[src/source/load_issue_pkg.sv]
/*
 * load issue shared definitions
 * widths, memory size encoding and the packed structs passed
 * between the dispatch register, reservation station and agen
 */

`default_nettype none

package load_issue_pkg;

    localparam int xlen   = 32;  // data and address width
    localparam int preg_w = 6;   // physical register tag
    localparam int rob_w  = 5;
    localparam int lb_w   = 3;   // load buffer index

    typedef enum logic [1:0] {
        size_byte = 2'b00,
        size_half = 2'b01,
        size_word = 2'b10
    } mem_size_e;

    // one common data bus broadcast
    typedef struct packed {
        logic              valid;
        logic [preg_w-1:0] tag;
        logic [xlen-1:0]   value;
    } cdb_t;

    // base holds the tag in its low bits until base_ready
    typedef struct packed {
        logic              base_ready;
        logic [xlen-1:0]   base;
        logic [xlen-1:0]   offset;
        logic [preg_w-1:0] dest_preg;
        logic [rob_w-1:0]  rob_idx;
        logic [lb_w-1:0]   lb_idx;
        mem_size_e         mem_size;
        logic              load_signed;
    } load_dispatch_t;

    typedef struct packed {
        logic [xlen-1:0]   addr;
        logic [preg_w-1:0] dest_preg;
        logic [rob_w-1:0]  rob_idx;
        logic [lb_w-1:0]   lb_idx;
        mem_size_e         mem_size;
        logic              load_signed;
    } load_req_t;

endpackage

`default_nettype wire

[src/source/dispatch_stage.sv]
/*
 * dispatch register
 * holds one dispatched load for a cycle and folds that cycle's
 * CDB broadcast into the copy forwarded to the reservation station
 */

`timescale 1ns/1ps
`default_nettype none

module dispatch_stage (
    input  wire logic                           clock,
    input  wire logic                           arst_n,
    input  wire logic                           flush,
    input  wire logic                           disp_valid,
    input  wire load_issue_pkg::load_dispatch_t disp,
    input  wire load_issue_pkg::cdb_t           cdb,
    output logic                                fwd_valid,
    output load_issue_pkg::load_dispatch_t      fwd
);

    logic                           held_valid;
    load_issue_pkg::load_dispatch_t held_q;
    logic                           tag_hit;

    always_ff @(posedge clock or negedge arst_n) begin
        if (!arst_n) begin
            held_valid <= 1'b0;
        end else begin
            held_valid <= disp_valid && !flush;  // a load arriving with flush is dropped
        end
    end

    always_ff @(posedge clock) begin
        if (disp_valid) begin
            held_q <= disp;
        end
    end

    // wakeup of the held copy, same compare the station uses
    assign tag_hit = cdb.valid && !held_q.base_ready
                     && (held_q.base[load_issue_pkg::preg_w-1:0] == cdb.tag);

    always_comb begin
        fwd = held_q;
        if (tag_hit) begin
            fwd.base_ready = 1'b1;
            fwd.base       = cdb.value;  // operand replaces the tag
        end
    end

    assign fwd_valid = held_valid;

    // forwarded load must be fully defined, the station writes it blindly
    a_fwd_known: assert property (@(posedge clock) disable iff (!arst_n)
        !$isunknown(fwd_valid) && (!fwd_valid || !$isunknown(fwd)));

endmodule

`default_nettype wire

[src/source/load_rs.sv]
/*
 * load reservation station
 * stores forwarded loads, wakes them on CDB tag match and issues
 * the lowest ready entry while the load buffer has credit
 */

`timescale 1ns/1ps
`default_nettype none

module load_rs #(
    parameter int rs_depth = 8
) (
    input  wire logic                           clock,
    input  wire logic                           arst_n,
    input  wire logic                           flush,
    input  wire logic                           fwd_valid,
    input  wire load_issue_pkg::load_dispatch_t fwd,
    input  wire load_issue_pkg::cdb_t           cdb,
    input  wire logic                           can_issue,
    output logic                                iss_valid,
    output load_issue_pkg::load_dispatch_t      iss,
    output logic                                disp_credit
);

    localparam int idx_w = $clog2(rs_depth);

    load_issue_pkg::load_dispatch_t entry_q [rs_depth];
    logic [rs_depth-1:0]            free_q;     // one bit per entry, set when empty
    logic [rs_depth-1:0]            ready_vec;
    logic [idx_w-1:0]               wr_idx;
    logic [idx_w-1:0]               sel_idx;
    logic                           has_free;

    ////////////////////////////////////////
    // allocation and select
    ////////////////////////////////////////

    always_comb begin : find_free
        wr_idx = '0;
        for (int i = rs_depth - 1; i >= 0; i--) begin
            if (free_q[i]) begin
                wr_idx = idx_w'(i);  // lowest free wins
            end
        end
    end

    always_comb begin : find_ready
        for (int i = 0; i < rs_depth; i++) begin
            ready_vec[i] = !free_q[i] && entry_q[i].base_ready;
        end
    end

    always_comb begin : pick
        sel_idx = '0;
        for (int i = rs_depth - 1; i >= 0; i--) begin
            if (ready_vec[i]) begin
                sel_idx = idx_w'(i);
            end
        end
    end

    assign has_free  = |free_q;
    assign iss_valid = can_issue && (|ready_vec);
    assign iss       = entry_q[sel_idx];

    ////////////////////////////////////////
    // occupancy and credit return
    ////////////////////////////////////////

    always_ff @(posedge clock or negedge arst_n) begin
        if (!arst_n) begin
            free_q      <= '1;
            disp_credit <= 1'b0;
        end else if (flush) begin
            free_q      <= '1;
            disp_credit <= 1'b0;  // dispatcher refills on its own
        end else begin
            if (fwd_valid) begin
                free_q[wr_idx] <= 1'b0;
            end
            if (iss_valid) begin
                free_q[sel_idx] <= 1'b1;  // never the entry being written
            end
            disp_credit <= iss_valid;
        end
    end

    // entry payload, write of a new load or CDB wakeup of a waiting one
    always_ff @(posedge clock) begin
        for (int i = 0; i < rs_depth; i++) begin
            if (fwd_valid && free_q[i] && (wr_idx == idx_w'(i))) begin
                entry_q[i] <= fwd;
            end else if (cdb.valid && !free_q[i] && !entry_q[i].base_ready
                         && (entry_q[i].base[load_issue_pkg::preg_w-1:0] == cdb.tag)) begin
                entry_q[i].base_ready <= 1'b1;
                entry_q[i].base       <= cdb.value;
            end
        end
    end

    // dispatcher credit accounting must leave room for every forwarded load
    a_write_has_room: assert property (@(posedge clock) disable iff (!arst_n)
        fwd_valid |-> has_free);

    // the issuing entry and the entry taking the new load are distinct
    a_issue_not_written: assert property (@(posedge clock) disable iff (!arst_n)
        (iss_valid && fwd_valid) |-> (sel_idx != wr_idx));

endmodule

`default_nettype wire

[src/source/load_agen.sv]
/*
 * load address generation
 * registers base plus offset with the load identity and tracks
 * credits held from the load buffer
 */

`timescale 1ns/1ps
`default_nettype none

module load_agen #(
    parameter int lb_credits = 4
) (
    input  wire logic                           clock,
    input  wire logic                           arst_n,
    input  wire logic                           flush,
    input  wire logic                           iss_valid,
    input  wire load_issue_pkg::load_dispatch_t iss,
    input  wire logic                           lb_credit,
    output logic                                can_issue,
    output logic                                req_valid,
    output load_issue_pkg::load_req_t           req
);

    localparam int cnt_w = $clog2(lb_credits + 1);

    logic [cnt_w-1:0] credits_q;
    logic             take;    // issue accepted this cycle
    logic             refund;  // request in flight killed by flush

    assign take   = iss_valid && !flush;
    assign refund = flush && req_valid;

    ////////////////////////////////////////
    // load buffer credits
    ////////////////////////////////////////

    always_ff @(posedge clock or negedge arst_n) begin
        if (!arst_n) begin
            credits_q <= cnt_w'(lb_credits);
        end else begin
            credits_q <= credits_q - cnt_w'(take) + cnt_w'(lb_credit) + cnt_w'(refund);
        end
    end

    assign can_issue = (credits_q != '0);

    always_ff @(posedge clock or negedge arst_n) begin
        if (!arst_n) begin
            req_valid <= 1'b0;
        end else begin
            req_valid <= take;
        end
    end

    // request payload
    always_ff @(posedge clock) begin
        if (take) begin
            req.addr        <= iss.base + iss.offset;
            req.dest_preg   <= iss.dest_preg;
            req.rob_idx     <= iss.rob_idx;
            req.lb_idx      <= iss.lb_idx;
            req.mem_size    <= iss.mem_size;
            req.load_signed <= iss.load_signed;
        end
    end

    // the load buffer may only return credits it was given
    a_credit_bound: assert property (@(posedge clock) disable iff (!arst_n)
        credits_q <= cnt_w'(lb_credits));

endmodule

`default_nettype wire

[src/source/load_issue_top.sv]
/*
 * load issue slice top
 * dispatch register, reservation station and address generation
 */

`timescale 1ns/1ps
`default_nettype none

module load_issue_top #(
    parameter int rs_depth   = 8,
    parameter int lb_credits = 4
) (
    input  wire logic                           clock,
    input  wire logic                           arst_n,
    input  wire logic                           flush,
    input  wire logic                           disp_valid,
    input  wire load_issue_pkg::load_dispatch_t disp,
    input  wire load_issue_pkg::cdb_t           cdb,
    input  wire logic                           lb_credit,
    output logic                                disp_credit,
    output logic                                req_valid,
    output load_issue_pkg::load_req_t           req
);

    logic                           fwd_valid;
    load_issue_pkg::load_dispatch_t fwd;
    logic                           can_issue;
    logic                           iss_valid;
    load_issue_pkg::load_dispatch_t iss;

    dispatch_stage u_dispatch (
        .clock      (clock),
        .arst_n     (arst_n),
        .flush      (flush),
        .disp_valid (disp_valid),
        .disp       (disp),
        .cdb        (cdb),
        .fwd_valid  (fwd_valid),
        .fwd        (fwd)
    );

    load_rs #(.rs_depth(rs_depth)) u_rs (
        .clock       (clock),
        .arst_n      (arst_n),
        .flush       (flush),
        .fwd_valid   (fwd_valid),
        .fwd         (fwd),
        .cdb         (cdb),
        .can_issue   (can_issue),
        .iss_valid   (iss_valid),
        .iss         (iss),
        .disp_credit (disp_credit)
    );

    load_agen #(.lb_credits(lb_credits)) u_agen (
        .clock     (clock),
        .arst_n    (arst_n),
        .flush     (flush),
        .iss_valid (iss_valid),
        .iss       (iss),
        .lb_credit (lb_credit),
        .can_issue (can_issue),
        .req_valid (req_valid),
        .req       (req)
    );

endmodule

`default_nettype wire

[config.mk]
export PLATFORM = sky130hd
export DESIGN_NAME = load_issue_top
export DESIGN_NICKNAME = d
export VERILOG_FILES = /design/src/source/load_issue_pkg.sv /design/src/source/dispatch_stage.sv /design/src/source/load_rs.sv /design/src/source/load_agen.sv /design/src/source/load_issue_top.sv
export SDC_FILE = /design/constraint.sdc
export NUM_CORES = 1
export LEC_CHECK = 0
export ABC_AREA = 0
export BUFFER_PORTS_ARGS = -buffer_cell sky130_fd_sc_hd__buf_2
export CORE_MARGIN = 2
export CORE_UTILIZATION = 30
export CTS_BUF_LIST = sky130_fd_sc_hd__clkbuf_4 sky130_fd_sc_hd__clkbuf_8
export DETAILED_ROUTE_END_ITERATION = 6
export PLACE_DENSITY = 0.52
export SETUP_SLACK_MARGIN = 0.4
export SLEW_MARGIN = 30
export SYNTH_ARGS = -nofsm -noshare
export SYNTH_HDL_FRONTEND = slang
export SYNTH_HIERARCHICAL = 1
export SYNTH_SLANG_ARGS = --single-unit
export TNS_END_PERCENT = 100
[constraint.sdc]
create_clock -name clock -period 9.46 [get_ports clock]
set_input_delay 0.946 -clock clock [delete_from_list [all_inputs] [get_ports clock]]
set_output_delay 0.946 -clock clock [all_outputs]
set_load 0.03 [all_outputs]
# Word level (Yosys, flattened, before mapping)
# Memories as Yosys holds them, arrays and structs flattened.
# Cells that the tools add are included.
totals:
  regBits: 145
  ramBits: 656
  inputBits: 126
  out_inout_bits: 51
  word_cells: 222
  memories: 1
memory_table:
  columns: ["memory", "depth", "width", "rd", "rd_ports_with_merged_regs", "wr", "line", "text"]
  rows:
  - ["u_rs.entry_q", 8, 82, 9, 0, 8, "load_rs.sv:27", "load_issue_pkg::load_dispatch_t entry_q [rs_depth];"]
classes:
  addsub: 4
  magnitude_cmp: 4
  eq_ne: 16
  muxes: 82
  bitwise: 19
  n_reduce_logical: 77
ops:
  columns: ["cell", "count"]
  rows:
  - ["2-to-1 mux 32 bit", 8]
  - ["logical AND 1 bit", 56]
  - ["== test 6 bit", 9]
  - ["2-to-1 mux 1 bit", 51]
  - ["2-to-1 mux 3 bit", 16]
  - ["2-to-1 mux 33 bit", 1]
  - ["adder 32 bit", 1]
  - ["2-to-1 mux 8 bit", 4]
  - ["logical NOT 1 bit", 18]
  - ["OR 1 bit", 16]
  - ["== test 3 bit (second input constant)", 4]
  - ["bitwise AND 8 bit", 1]
  - ["< comparator 3 x 4 -> 1 bit (second input constant)", 2]
  - ["NOT 8 bit", 1]
  - ["OR 8 bit", 1]
  - ["OR reduction 8 bit", 1]
  - ["adder 3 x 1 -> 3 bit", 2]
  - ["demux 1 bit (select 3 bit)", 2]
  - ["== test 3 x 2 -> 1 bit (second input constant)", 2]
  - [">= comparator 3 x 1 -> 1 bit (second input constant)", 2]
  - ["== test 3 x 1 -> 1 bit (second input constant)", 1]
  - ["logical NOT 3 bit", 1]
  - ["nonzero test 3 bit", 1]
  - ["subtractor 3 x 1 -> 3 bit", 1]

# Depth between registers and ports, before layout
logic_depth:
  word_depth: 19
  ltp_mapped: 17
  ltp_nobuf: 14

# Modules after synthesis
# The synthesis kept the hierarchy.
modules_own_cells:
  columns: ["mod", "instances", "cells_each", "area_per_inst_um2"]
  rows:
  - ["load_rs", 1, 2052, 29557.1]
  - ["dispatch_stage", 1, 183, 3485.8]
  - ["load_agen", 1, 315, 3453.3]

# Worst setup path before layout
# No wires, ideal clock.
synth_timing:
  path_kind: "reg-to-reg"
  start: "reg u_rs.free_q[5]"
  end: "reg u_agen.credits_q[2]"
  setup_time_ps: 75
  arrival_ps: 5036
  setup_slack_ps: 4349
  path_stages_with_launch: 14
  path_buffers: 2
  synth_period_minus_slack_ps: 5111
  cell_sequence: "dfstp_2 -> nand2b_1 -> nand2_1 -> clkbuf_1 -> clkbuf_1 -> nor2_1 -> nand2_1 -> o21a_1 -> nor2b_1 -> ha_1 -> inv_1 -> fa_1 -> fa_1 -> xnor2_1"
synth_between:
  elab_chain_cells: 8
synth_lines:
  columns: ["item", "line", "text"]
  rows:
  - ["from (decl)", "load_rs.sv:28", "logic [rs_depth-1:0] free_q;"]
  - ["from (signal assigned)", "load_rs.sv:72", "free_q <= '1;"]
  - ["from (signal assigned)", "load_rs.sv:75", "free_q <= '1;"]
  - ["from (signal, indexed assignment)", "load_rs.sv:79", "free_q[wr_idx] <= 1'b0;"]
  - ["logical NOT 1 bit", "load_rs.sv:49", "ready_vec[i] = !free_q[i] && entry_q[i].base_ready;"]
  - ["logical AND 1 bit", "load_rs.sv:49", null]
  - ["OR reduction 8 bit", "load_rs.sv:63", "assign iss_valid = can_issue && (|ready_vec);"]
  - ["logical AND 1 bit", "load_rs.sv:63", null]
  - ["net iss_valid", "load_issue_top.sv:28", "logic iss_valid;"]
  - ["logical AND 1 bit", "load_agen.sv:30", "assign take = iss_valid && !flush;"]
  - ["net u_agen.take", "load_agen.sv:27", "logic take;"]
  - ["subtractor 3 x 1 -> 3 bit", "load_agen.sv:41", "credits_q <= credits_q - cnt_w'(take) + cnt_w'(lb_credit) + cnt_w'(refund);"]
  - ["adder 3 x 1 -> 3 bit (2 in a row)", "load_agen.sv:41", null]
  - ["to (signal assigned)", "load_agen.sv:39", "credits_q <= cnt_w'(lb_credits);"]
  - ["to (signal assigned)", "load_agen.sv:41", null]
  - ["to (decl)", "load_agen.sv:26", "logic [cnt_w-1:0] credits_q;"]
# The timed path passes the listed nets, and every way through them passes these cells.
# A chain may end at the register's enable or synchronous reset.

==> impl_metrics.json <==
{
  "status": "finished clean",
  "tightest_slew_ns": 1.03,
  "comb_power_share_pct": 6.8,
  "whs_ns": 0.319,
  "clkLatencyLatePin_ns": 0.81,
  "hpwl_um": 60100,
  "p_per_area_nw_per_um2": 186,
  "cts.clk_slew.worst_paths_ns": 0.06,
  "grt_setup_unrepaired": "false",
  "rows": 127,
  "layout-drive-gt1-share_pct": 23.9,
  "postCtsResizedCells": 0,
  "yosysWarnings": 6,
  "cp-end-kind": "flop",
  "min_path_type": "primary input to flop",
  "critPathLaunchType": "flop",
  "leakage_nw": 13.7,
  "die_h_um": 353,
  "timing.final.crit_share_pct": 58.7,
  "place_inst": 4171,
  "vias_per_cell": 5.02,
  "die_w_um": 353,
  "cts-root-buf": "clkbuf_8",
  "clkPwrFrac_pct": 40.4,
  "synth_area_um2": 36500,
  "coreArea_um2": 120000,
  "totalPowerFinal_mw": 7.71,
  "drtIter0Drc": 1848,
  "cp_data_arrival_time_ns": 6.11,
  "ir_drop_v": 0.000129,
  "ios": 177,
  "die_area_um2": 124000,
  "fin_crit_ns": 5.56,
  "netlist_instances": 2549,
  "grt_max_degree": 163,
  "grt_pass1_wl_um": 155000,
  "finalSetupTns_ns": 0,
  "critPathMaxFanout": 53,
  "drtAntennaViolNets": 0,
  "drc_errors": 0,
  "routedWlPerCell_um": 24.1,
  "worstSetupPathType": "flop to flop",
  "fillerInstances": 11800,
  "fin_skew_ns": 0.0345,
  "antenna_found_initial": 14,
  "stdcell_area_um2": 41400,
  "fmax_ghz": 0.180,
  "start_util_pct": 30.3,
  "nets": 2867,
  "startpoint": "u_rs/free_q[0]$_DFF_PN1_",
  "clk_path_buf_depth": 3,
  "hp-start": "disp[64]",
  "slew_viol_final": 0,
  "dp_slack_ns": 3.99,
  "utilization_pct": 34.4,
  "gp_congestion": 0.853,
  "io_buffers": 176,
  "cts.sink_count": 801,
  "dr.pass1.iters": 5,
  "layoutNonFillerInstCount": 4430,
  "p_sw_mw": 1.82,
  "internal_power_mw": 5.89,
  "cts_tree": "built",
  "cts_max_level": 4,
  "power_frac_seq_pct": 52.8,
  "gr-usage-all-layers_pct": 16.7,
  "syn_nets": 2710,
  "cts_buffers": 140,
  "swShare_pct": 23.6,
  "hold_viol_final": 0,
  "reg2reg_from": "u_rs/free_q[0]$_DFF_PN1_",
  "relSlewSlack_pct": 31.3,
  "setup-violations-final": 0,
  "overflow": 0,
  "synthToLayoutAreaGrowth_pct": 13.4,
  "finalWirelength_um": 107000,
  "avgSynthCellArea_um2": 14.3,
  "crit_required_ns": 10.01,
  "cap_viol_max_count": 0,
  "postPlaceCellArea_um2": 38600,
  "grt_pass1_vias": 22200,
  "vias": 22300,
  "worst_slack_ns": 3.90
}
-- final cells by class --
cell class	instances	area (um^2)	share of cell area, %
diodes	6	15.0	0.0363
clock inverters	58	373	0.901
clock buffers	190	2330	5.62
inverters	14	52.6	0.127
repair buffers	222	1330	3.22
flip-flops and latches	801	24000	57.9
multi-input cells	1527	11300	27.3
well taps	1612	2020	4.87
-- timing repair --
action,4_1_cts,5_1_grt
setup endpoints to repair,0,0
hold endpoints to repair,5,0
setup buffers,0,0
hold buffers,1,0
-- critical path, cell delays in order, from the launching register on --
cell	delay [ns]
dfstp_2	0.58
nand2b_1	0.25
nand2_2	0.19
nor2_4	0.80
buf_4	0.76
a32oi_1	0.22
a21oi_1	0.19
or3_1	0.23
ha_1	0.33
and3_2	0.23
a221oi_2	0.59
nor3_2	0.16
a2111oi_0	0.46
nor2_1	0.12
xor2_1	0.16
-- metal layers --
metal	up-vias	GRT usage (%)	part of all wire [%]
li1	10100	-	-
met1	11300	23.1	46
met2	640	26.9	47
met3	130	3.33	5.3
met4	14	4.19	1.6
met5	-	0	0.067
-- worst paths after layout --
path / end / slack [ns] / cells past startpoint
hold / removal: u_dispatch/held_q[64]$_DFFE_PP_ / 0.32 / 1
setup / recovery: u_agen/req[43]$_DFFE_PP_ / 3.90 / 14
setup reg to reg: u_agen/req[43]$_DFFE_PP_ / 3.90 / 14
max in group asynchronous: u_rs/free_q[2]$_DFF_PN1_ / 8.56 / 2
min in group asynchronous: u_agen/req_valid$_DFF_PN0_ / 0.59 / 2
hold reg to reg: u_rs/entry_q[4][81]$_SDFFE_PP1P_ / 0.54 / 2
-- placed cells by master, fill, tap and decap left out, types with 46 or more instances in the layout --
cell type,n
edfxtp_1,786
nand2_1,363
a21oi_1,200
buf_2,175
a32oi_1,162
clkbuf_8,144
mux2_2,139
mux2_1,87
or3_1,83
mux2i_1,82
xnor2_1,47
clkbuf_4,46
-- sequential cells by signal (all words and copies together), names as in the netlist --
name / cells
u_dispatch/held_q: 33
u_agen/credits_q: 3
u_dispatch/fwd_valid: 1
u_rs/disp_credit: 1
u_agen/req: 49
u_rs/free_q: 8
u_dispatch/fwd: 49
u_rs/entry_q: 656
u_agen/req_valid: 1
-- power groups by stage --
stage               Clock, mW  Sequential [mW]  Combinational [mW]
floorplan                   0             4.11               0.352
global placement            0             4.14               0.521
detailed placement          0             4.14               0.524
CTS                      3.21             4.07               0.527
global route             3.35             4.08               0.572
finish                   3.11             4.07               0.527
(Power assumes the default switching activity.)
